File: src/source/cpu_pkg.sv
package cpu_pkg;

  typedef logic [31:0] word_t;      // data, address, instruction
  typedef logic [4:0]  reg_num_t;   // register number
  typedef logic [3:0]  alu_ctrl_t;  // alu operation
  typedef logic [1:0]  fwd_sel_t;   // operand source in decode
  typedef logic [1:0]  pc_src_t;    // next pc select

  // major opcodes
  localparam logic [5:0] OP_RTYPE = 6'b000000;
  localparam logic [5:0] OP_ADDI  = 6'b001000;
  localparam logic [5:0] OP_ANDI  = 6'b001100;
  localparam logic [5:0] OP_ORI   = 6'b001101;
  localparam logic [5:0] OP_XORI  = 6'b001110;
  localparam logic [5:0] OP_LUI   = 6'b001111;
  localparam logic [5:0] OP_LW    = 6'b100011;
  localparam logic [5:0] OP_SW    = 6'b101011;
  localparam logic [5:0] OP_BEQ   = 6'b000100;
  localparam logic [5:0] OP_BNE   = 6'b000101;
  localparam logic [5:0] OP_J     = 6'b000010;
  localparam logic [5:0] OP_JAL   = 6'b000011;

  // r-type function field
  localparam logic [5:0] FN_ADD = 6'b100000;
  localparam logic [5:0] FN_SUB = 6'b100010;
  localparam logic [5:0] FN_AND = 6'b100100;
  localparam logic [5:0] FN_OR  = 6'b100101;
  localparam logic [5:0] FN_XOR = 6'b100110;
  localparam logic [5:0] FN_SLL = 6'b000000;
  localparam logic [5:0] FN_SRL = 6'b000010;
  localparam logic [5:0] FN_SRA = 6'b000011;
  localparam logic [5:0] FN_JR  = 6'b001000;

  localparam alu_ctrl_t ALU_ADD = 4'b0000;
  localparam alu_ctrl_t ALU_SUB = 4'b0100;
  localparam alu_ctrl_t ALU_AND = 4'b0001;
  localparam alu_ctrl_t ALU_OR  = 4'b0101;
  localparam alu_ctrl_t ALU_XOR = 4'b0010;
  localparam alu_ctrl_t ALU_LUI = 4'b0110;
  localparam alu_ctrl_t ALU_SLL = 4'b0011;
  localparam alu_ctrl_t ALU_SRL = 4'b0111;
  localparam alu_ctrl_t ALU_SRA = 4'b1111;

  localparam fwd_sel_t FWD_REG  = 2'd0;  // register file
  localparam fwd_sel_t FWD_EALU = 2'd1;  // alu result in exe
  localparam fwd_sel_t FWD_MALU = 2'd2;  // alu result in mem
  localparam fwd_sel_t FWD_MMO  = 2'd3;  // load data in mem

  localparam pc_src_t PC_SEQ    = 2'd0;
  localparam pc_src_t PC_BRANCH = 2'd1;
  localparam pc_src_t PC_REG    = 2'd2;
  localparam pc_src_t PC_JUMP   = 2'd3;

  localparam reg_num_t LINK_REG = 5'd31;  // jal return address

  localparam int DMEM_DEPTH = 64;  // data memory words
  localparam int DMEM_AW    = 6;   // word index bits above byte offset

endpackage

File: src/source/execute_unit.sv
`timescale 1ns/1ps

module execute_unit import cpu_pkg::*; (
  input  logic      clk,
  input  logic      clrn,
  input  word_t     i_a,
  input  word_t     i_b,
  input  word_t     i_imm,
  input  reg_num_t  i_rn,
  input  alu_ctrl_t i_aluc,
  input  logic      i_wreg,
  input  logic      i_m2reg,
  input  logic      i_wmem,
  input  logic      i_aluimm,
  input  logic      i_shift,
  input  logic      i_jal,
  input  word_t     i_pc4,     // pc+4 of the decode instruction
  output word_t     o_ealu,
  output reg_num_t  o_ern,
  output logic      o_ewreg,
  output logic      o_em2reg,
  output logic      o_ewmem,
  output word_t     o_eb       // store data
);

  word_t     e_a, e_imm, e_pc4;
  reg_num_t  e_rn;
  alu_ctrl_t e_aluc;
  logic      e_aluimm, e_shift, e_jal;
  word_t     alu_a, alu_b, alu_out;

  // id/exe register
  always_ff @(posedge clk or negedge clrn) begin
    if (!clrn) begin
      o_ewreg  <= 1'b0;
      o_em2reg <= 1'b0;
      o_ewmem  <= 1'b0;
      e_aluimm <= 1'b0;
      e_shift  <= 1'b0;
      e_jal    <= 1'b0;
      e_aluc   <= ALU_ADD;
      e_rn     <= '0;
      e_a      <= '0;
      o_eb     <= '0;
      e_imm    <= '0;
      e_pc4    <= '0;
    end else begin
      o_ewreg  <= i_wreg;
      o_em2reg <= i_m2reg;
      o_ewmem  <= i_wmem;
      e_aluimm <= i_aluimm;
      e_shift  <= i_shift;
      e_jal    <= i_jal;
      e_aluc   <= i_aluc;
      e_rn     <= i_rn;
      e_a      <= i_a;
      o_eb     <= i_b;
      e_imm    <= i_imm;
      e_pc4    <= i_pc4;
    end
  end

  assign alu_a = e_shift ? {27'd0, e_imm[10:6]} : e_a;  // sa field for shifts
  assign alu_b = e_aluimm ? e_imm : o_eb;

  always_comb begin
    case (e_aluc)
      ALU_ADD: alu_out = alu_a + alu_b;
      ALU_SUB: alu_out = alu_a - alu_b;
      ALU_AND: alu_out = alu_a & alu_b;
      ALU_OR:  alu_out = alu_a | alu_b;
      ALU_XOR: alu_out = alu_a ^ alu_b;
      ALU_LUI: alu_out = {alu_b[15:0], 16'h0000};
      ALU_SLL: alu_out = alu_b << alu_a[4:0];
      ALU_SRL: alu_out = alu_b >> alu_a[4:0];
      ALU_SRA: alu_out = $signed(alu_b) >>> alu_a[4:0];
      default: alu_out = '0;
    endcase
  end

  // jal links pc+8 into r31
  assign o_ealu = e_jal ? e_pc4 + 32'd4 : alu_out;
  assign o_ern  = e_jal ? LINK_REG : e_rn;

endmodule

File: config.mk
export PLATFORM = sky130hd
export DESIGN_NAME = execute_unit
export DESIGN_NICKNAME = d
export VERILOG_FILES = /design/src/source/cpu_pkg.sv /design/src/source/execute_unit.sv
export SDC_FILE = /design/constraint.sdc
export NUM_CORES = 1
export LEC_CHECK = 0
export ABC_AREA = 1
export BUFFER_PORTS_ARGS = -buffer_cell sky130_fd_sc_hd__buf_2
export CORE_UTILIZATION = 50
export DETAILED_ROUTE_END_ITERATION = 12
export GPL_TIMING_DRIVEN = 1
export PLACE_DENSITY = 0.81
export REMOVE_ABC_BUFFERS = 1
export SKIP_LAST_GASP = 1
export SYNTH_ARGS = -nofsm -noshare
export SYNTH_HDL_FRONTEND = slang
export SYNTH_SLANG_ARGS = --single-unit
File: constraint.sdc
create_clock -name clk -period 9.05 [get_ports clk]
set_input_delay 1.81 -clock clk [delete_from_list [all_inputs] [get_ports clk]]
set_output_delay 1.81 -clock clk [all_outputs]
set_load 0.03 [all_outputs]
Word-level counts from Yosys, hierarchy flattened
Index checks and enable logic that the tools add are counted.
{"block": "op_classes", "addsub": 3, "n_eq_ne": 8, "n_shift": 3, "mux": 5, "bitwise_logic": 3, "reduce_logical": 1}
{"op": "one-hot mux 32 bit (9 select lines)", "n": 1}
{"op": "two-way mux 32 bit", "n": 3}
{"op": "adder 32 x 3 -> 32 bit, second input constant", "n": 1}
{"op": "adder 32 bit", "n": 1}
{"op": "bitwise AND 32 bit", "n": 1}
{"op": "OR 32 bit", "n": 1}
{"op": "<< shifter 32 x 5 -> 32 bit", "n": 1}
{"op": "right shift 32 x 5 -> 32 bit", "n": 1}
{"op": ">>> shifter 32 x 5 -> 32 bit", "n": 1}
{"op": "subtractor 32 bit", "n": 1}
{"op": "XOR 32 bit", "n": 1}
{"op": "equality test 4 x 3 -> 1 bit, second input constant", "n": 4}
{"op": "equality test 4 x 2 -> 1 bit, second input constant", "n": 2}
{"op": "two-way mux 5 bit", "n": 1}
{"op": "equality test 4 x 1 -> 1 bit, second input constant", "n": 1}
{"op": "equality test 4 bit, second input constant", "n": 1}
{"op": "logical NOT 4 bit", "n": 1}
{"block": "word_totals", "ff_bits": 143, "in_bits": 145, "output_inout_bits": 72, "wordCells": 35}

Longest topological paths before layout
Gate-level depths: netlist of the first run.
{"block": "logic_depth", "ltp_word": 4, "ltp_mapped": 31}

Worst setup path after synthesis of the first run
No wires, ideal clock.
{"block": "synth_timing", "path_type": "register to output", "start": "reg e_aluimm", "end": "out o_ealu[31]", "t_arrival_ps": 3452, "t_required_ps": 7240, "setup_slack_ps": 3788, "stages_incl_launch_ff": 28, "path_buffers": 2, "cell_sequence": "dfrtp_1 buf_6 buf_6 o21ai_1 ha_1 inv_1 nor2_1 nand3_2 nor2_4 nand2_2 nor2_4 nand3_2 o21ai_2 nand2_1 xor2_1 ha_1 a21o_1 nand2_1 nand2_1 a21oi_1 nand2_1 a21oi_1 inv_1 nand2_1 nand3_1 nand2_1 nand2_1 nand2_1"}
{"block": "synth_via", "elab_chain_cells": 4}
{"item": "start, declared", "line": "execute_unit.sv:29", "text": "logic e_aluimm, e_shift, e_jal;"}
{"item": "start signal, assigned", "line": "execute_unit.sv:51", "text": "e_aluimm <= i_aluimm;"}
{"item": "two-way mux 32 bit (*)", "line": "execute_unit.sv:64", "text": "assign alu_b = e_aluimm ? e_imm : o_eb;"}
{"item": "subtractor 32 bit, or another cell as far along", "line": "execute_unit.sv:69", "text": "ALU_SUB: alu_out = alu_a - alu_b;"}
{"item": "one-hot mux 32 bit (9 select lines) (*)", "line": "execute_unit.sv:67", "text": "case (e_aluc)"}
{"item": "two-way mux 32 bit (*)", "line": "execute_unit.sv:82", "text": "assign o_ealu = e_jal ? e_pc4 + 32'd4 : alu_out;"}
{"item": "end, declared", "line": "execute_unit.sv:18", "text": "output word_t o_ealu,"}
Every way passes the cells marked *; elsewhere a longest branch is shown, timed or not.

Worst setup path after layout of the first run
{"block": "layout_timing", "start": "reg e_aluimm", "end": "out o_ealu[15]"}
The elaborated chain is that of the path after synthesis.

==> results of run 1 <==
[flip-flops by register name, indices dropped and copies added (netlist names), 4 cells and up]
| register | cells |
|---|---|
| e_imm | 32 |
| e_rn | 5 |
| e_aluc | 4 |
| e_a | 32 |
| o_eb | 32 |
| e_pc4 | 32 |
[metrics by stage]
step                      instance area, sq um  instances
after global routing                     15600       2731
final                                    15600       2731
after global placement                   15000       2699
after CTS                                15600       2731
after floorplan                          13300       2124
after detailed placement                 15000       2699
[cell families after synthesis]
group | count (synthesis) | share of synthesized area [%]
fa+ha+maj | 98 | 8.94
simple gates | 1420 | 44.8
xor+xnor | 34 | 2.16
flops | 143 | 25.9
buf+inv | 283 | 8.73
compound gates | 231 | 9.42
[synth_stat cells, drive strengths merged]
library cell | count | share of area [%]
o21bai | 3 | 0.16
nor2 | 173 | 5.1
o22ai | 5 | 0.23
nor3 | 21 | 0.80
a31oi | 1 | 0.045
xnor2 | 3 | 0.19
clkbuf | 33 | 0.90
nor3b | 1 | 0.054
a221oi | 9 | 0.57
o31ai | 2 | 0.11
a21boi | 1 | 0.054
a21o | 2 | 0.11
dfrtp | 143 | 26
o21a | 2 | 0.11
o21ai | 104 | 3.9
nand2 | 810 | 23
fa | 1 | 0.15
inv | 197 | 5.4
o2111ai | 5 | 0.32
clkinv | 1 | 0.027
a32o | 1 | 0.073
nor4 | 6 | 0.27
nand3 | 353 | 13
nand3b | 19 | 1.0
ha | 97 | 8.8
o41ai | 1 | 0.064
xor2 | 31 | 2.0
buf | 52 | 2.4
a21oi | 81 | 2.9
a22oi | 3 | 0.16
or2 | 15 | 0.68
a211oi | 3 | 0.16
nand4 | 22 | 1.0
o211ai | 8 | 0.44
[layout make-up]
cell class,count,area (sq um)
sequential,143,3580
tap,341,427
inverter,198,748
multi-input combinational,1783,9040
fill,2767,11400
clock inverter,14,171
timing repair buffer,234,1220
clock buffer,18,429
[per-layer routing]
layer / vias to the layer above / track usage, %
met5: - / 0
met4: 0 / 22.3
met3: 156 / 11.4
met2: 1172 / 60.8
met1: 7706 / 60.6
li1: 7551 / -
[worst paths after layout]
check,slack [ns],start,to
max,1.65,e_aluimm$_DFF_PN0_,o_ealu[15]
min,1.37,clrn,e_a[21]$_DFF_PN0_
max in group asynchronous,6.32,clrn,e_pc4[6]$_DFF_PN0_
min in group clk,1.45,i_pc4[14],e_pc4[14]$_DFF_PN0_
[layout by cell type (no fill, tap or decap), drive strengths merged]
cell / count
o21ai: 104
clkinv: 4
dfrtp: 143
a21boi: 1
nor4: 6
bufinv: 1
nor2: 173
nor3b: 1
a32o: 1
clkbuf: 18
o31ai: 2
or2: 15
clkinvlp: 2
nand2: 810
a21o: 2
nand3: 353
inv: 205
nand4: 22
o211ai: 8
a31oi: 1
fa: 1
a21oi: 81
xnor2: 3
xor2: 31
a221oi: 9
o21bai: 3
ha: 97
o2111ai: 5
o41ai: 1
a22oi: 3
nand3b: 19
buf: 234
nor3: 21
a211oi: 3
o22ai: 5
o21a: 2
[report_power, final]
group	internal (uW)	total, uW	leakage, uW	switching, uW
sequential	671	693	0.00167	21.6
combinational	235	849	0.00653	615
clock	397	753	0.000288	356
==> reports/metrics.cfg, run 1 <==
[route]
wire_per_inst_microns = 22.6
top_layer_used = met4
first_pass_iters = 7
route.met3.wl_microns = 7550
routed_wl_microns = 61600
wl_met2_microns = 24800
wl_met1_microns = 26000
first_iter_violations = 2565
vias_per_cell = 6.07
via_count = 16600
drtAntennaViolNets = 0
drc = 0

[sta]
fin_ws_ns = 1.65
fin_crit_ns = 7.40
hold-worst-slack_ns = 1.37
worst_slew_pin_slew_ns = 1.17
setup_viol = 0
timing.final.crit_share_pct = 81.7
fmax_mhz = 135
finalSetupTns_ns = 0
slew_viol_final = 0
hold_violations = 0
rsz0062_at_grt = false
maxSlewHeadroom_pct = 21.7

[critical_path]
worstPathArrival_ns = 5.59
cp.required_ns = 7.24
critical_path_buf_inv_count = 3
crit_path_cell_trace = buf_4 -> nand2_1 -> o21ai_1 -> ha_1 -> inv_1 -> nor2_1 -> nand3_2 -> nor2_4 -> nand2_2 -> nor2_4 -> nor2_1 -> xor2_1 -> ha_1 -> a21oi_1 -> o21ai_0 -> nor2_1 -> nand2_1 -> or2_2 -> nand3_1 -> o21ai_0 -> o21ai_0 -> nand2_1 -> buf_2
worstSetupPathDepth = 23
crit_type = reg -> out
crit_path_start_kind = register
worstPathMaxFanout = 19
critPathTopFamily = simple AND/OR/NAND/NOR gates
critical_path.max_stage_delay_ns = 0.72
crit_slowest_cell = dfrtp_1
endpoint_kind = output pin

[logic_synthesis]
ys_types = 49
synth_seq_cells = 143
avgSynthCellArea_sq_um = 6.24
syn_inst = 2209
syn_area_sq_um = 13800
yosysSeqAreaShare_pct = 25.9
yosys_warnings = 0

[grt]
grt_pass1_wl_microns = 90600
antenna_found_initial = 0
first_global_vias = 14900
grt.overflow.total = 0
track_usage_pct = 43.3
grt_max_degree = 76

[clock_tree]
cts_setup_buffers = 0
cts.repair.resized = 0
cts_sinks = 143
cts-root-buf = clkbuf_16
hold_buffers = 0
cts_buffer_depth = 2
h-tree-depth = 4
clk_pin_slew_worst_paths_ns = 0.07
numCtsBuffers = 17
cts_tree = done

[pwr]
powerDensity_nw_per_um2 = 147
leakagePower_uw = 0.00849
ir_worst_vdd_v = 0.000203
power_uw = 2300

[floorplan]
rows = 60
die_width_microns = 168
die-area_sq_um = 28300
io_pins = 217
start_util_pct = 51.0
core_area_sq_um = 27000
die_y_microns = 168

[final_layout]
area_growth_pct = 13.2
drive_gt1_share_pct = 14.6
fin_util_pct = 57.8
diodes = 0
finalNetCount = 2620

[run_status]
status = finished, final reports clean

[placement]
gp_congestion = 1.04
port_buffers = 216
hpwl_microns = 47800
dp_worst_setup_slack_ns = 2.34

[worst_hold_path]
min-delay-path-class = in -> async

[run]
maxCapViolCount = 0

No activity file was read; power rests on OpenSTA's default activity.
==> inputs of run 2 (changes only) <==
ABC_AREA = 0   (was 1)
clock period = 7.4 ns   (was 9.05 ns; I/O delays follow)
==> run 2 against run 1 <==
Net effect:
- wire length grew 12%
- clock power rose by 16%
- total power increased by 29%
- critical path type unchanged
- flip-flop and latch count did not move
- highest routed layer is now met5
- via count decreased by 8.0%
==> reports/metrics.cfg, run 2 <==
[logic_synthesis]
synth_top_area_share_pct = 25.4
syn_inst = 1652
synth_edf_count = 0
synth_seq_cells = 143
avgSynthCellArea_sq_um = 8.53
synth_top_area_cell = dfrtp_1
ys_types = 87
ys.flop_type = dfrtp_1
syn_area_sq_um = 14100
ys_top_cells_by_count = nand2_1 (180), dfrtp_1 (143), mux2i_1 (133)
synth_area_leaders = dfrtp_1 (25%), mux2i_1 (9.4%), ha_1 (8.6%)
yosys_warnings = 0
yosysSeqAreaShare_pct = 25.4
async_flop_share_pct = 100
synth.most_common_cell = nand2_1

[pwr]
seqPwrFrac_pct = 29.1
combPwrFrac_pct = 41.3
sw_frac_of_total_pct = 43.0
p_int_uw = 1690
power_uw = 2960
leakagePower_uw = 0.00734
pwr-share-clk_pct = 29.6
p_sw_uw = 1270
powerDensity_nw_per_um2 = 183
ir_worst_vdd_v = 0.000229

[final_layout]
fin_area_sq_um = 16200
finalNetCount = 2082
area_growth_pct = 15.0
fillers = 2512
layout_commonest_cell = buf_2
fin_cells = 2231
drive_gt1_share_pct = 21.9
layout_common_cells = buf_2 (215), nand2_1 (180), dfrtp_1 (142)

[sta]
rsz0062_at_grt = true
worst_slew_pin_slew_ns = 1.26
fin_crit_ns = 7.13
maxSlewHeadroom_pct = 15.9
hold_violations = 0
timing.final.crit_share_pct = 96.3
fin_ws_ns = 0.273
hold-worst-slack_ns = 0.993
slew_viol_final = 0
fmax_mhz = 140
setup_viol = 0

[floorplan]
die_y_microns = 170
rows = 61
die_width_microns = 170
die-area_sq_um = 28900
core_area_sq_um = 27800
io_pins = 217
start_util_pct = 50.7

[placement]
gp_congestion = 1.10
dp_worst_setup_slack_ns = 0.520
placedCellCount = 2193
port_buffers = 216
hpwl_microns = 52100
post_dp_cell_area_sq_um = 15600

[critical_path]
endpoint_kind = output pin
worstPathArrival_ns = 5.65
cp.required_ns = 5.92
critPathTopFamily = compound AO/OA/AOI/OAI gates
crit_path_cell_trace = buf_4 -> nor4_2 -> o211ai_1 -> nor4_4 -> nand2_1 -> nor2_2 -> a41oi_1 -> xnor2_1 -> ha_1 -> a21oi_2 -> o21ai_0 -> a21oi_1 -> nor2_1 -> o21ai_0 -> nand4_1 -> a2111oi_0 -> a21oi_1 -> buf_2
crit_type = reg -> out
critical_path.max_stage_delay_ns = 0.59
crit_slowest_cell = dfrtp_4
worstPathMaxFanout = 12
critical_path_buf_inv_count = 2
crit_path_start_kind = register

[route]
routed_wl_microns = 68900
drc = 0
wire_per_inst_microns = 30.9
drtAntennaViolNets = 0
via_count = 15300
first_pass_iters = 10
vias_per_cell = 6.84
first_iter_violations = 2232

[run]
maxCapViolCount = 0

[clock_tree]
cts_sinks = 143
numCtsBuffers = 17
cts-root-buf = clkbuf_16
h-tree-depth = 4
clk_pin_slew_worst_paths_ns = 0.06
cts_tree = done
cts_buffer_depth = 2

[grt]
grt_pass1_wl_microns = 98400
antenna_found_initial = 2
grt_max_degree = 74
grt.overflow.total = 0
first_global_vias = 14700
track_usage_pct = 48.1

[worst_hold_path]
min-delay-path-class = in -> async

[run_status]
status = finished, final reports clean

## run 2: cell type report
class,count,area [sq um],share of cell area (%)
multi-input combinational,1321,9700,59.8
inverter,73,274,1.69
clock inverter,15,145,0.895
clock buffer,17,425,2.62
antenna,1,2.50,0.0154
timing repair buffer,283,1610,9.91
tap,378,473,2.92
sequential,143,3580,22.1
## run 2: per-stage QoR
stage	TNS, ns	util [%]
floorplan	-17.23	-
global placement	0	56.0
detailed placement	0	56.0
CTS	0	58.1
global route	-0.0184	58.3
finish	0	58.3
## run 2: routing by layer
metal  track usage, %  up-vias  wire, microns  share of wire [%]
li1                 -     6446              -                  -
met1             59.5     7278          26300                 38
met2             71.2     1219          29200                 42
met3             14.7      305           7710                 11
met4             34.2        4           5680                8.2
met5                0        -             25              0.036
## run 2: worst paths after layout
check / slack [ns] / cells past startpoint / to / start
worst max-delay path: 0.27 / 18 / o_ealu[23] / e_aluimm$_DFF_PN0_
worst min-delay path: 0.99 / 1 / o_eb[21]$_DFF_PN0_ / clrn
max in group asynchronous: 4.96 / 2 / e_aluimm$_DFF_PN0_ / clrn
min in group clk: 1.09 / 1 / e_a[17]$_DFF_PN0_ / i_a[17]
## run 2: kinds of logic (layout without fill, tap and decap cells)
group / after synthesis / count (layout) / synth area share [%]
other: 0 / 1 / 0
and+or+nand+nor: 507 / 507 / 17.1
muxes: 174 / 174 / 15.1
adders and majority gates: 98 / 98 / 8.76
DFF: 143 / 143 / 25.4
AOI/OAI and AO/OA: 460 / 460 / 22.3
buffers and inverters: 188 / 388 / 6.19
xor gates and xnor gates: 82 / 82 / 5.15
## run 2: power groups by stage
stage | clock, uW | sequential, uW | combinational (uW)
2_1_floorplan | 0 | 893 | 682
3_3_place_gp | 0 | 873 | 1140
3_5_place_dp | 0 | 875 | 1150
4_1_cts | 873 | 862 | 1160
5_1_grt | 913 | 865 | 1270
6_report | 876 | 862 | 1220
## run 2: what timing repair did
action | CTS | global route
endpoints found under the setup margin | 0 | 7
setup buffers | 0 | 5
gates resized for setup | 0 | 6
hold buffers | 0 | 0
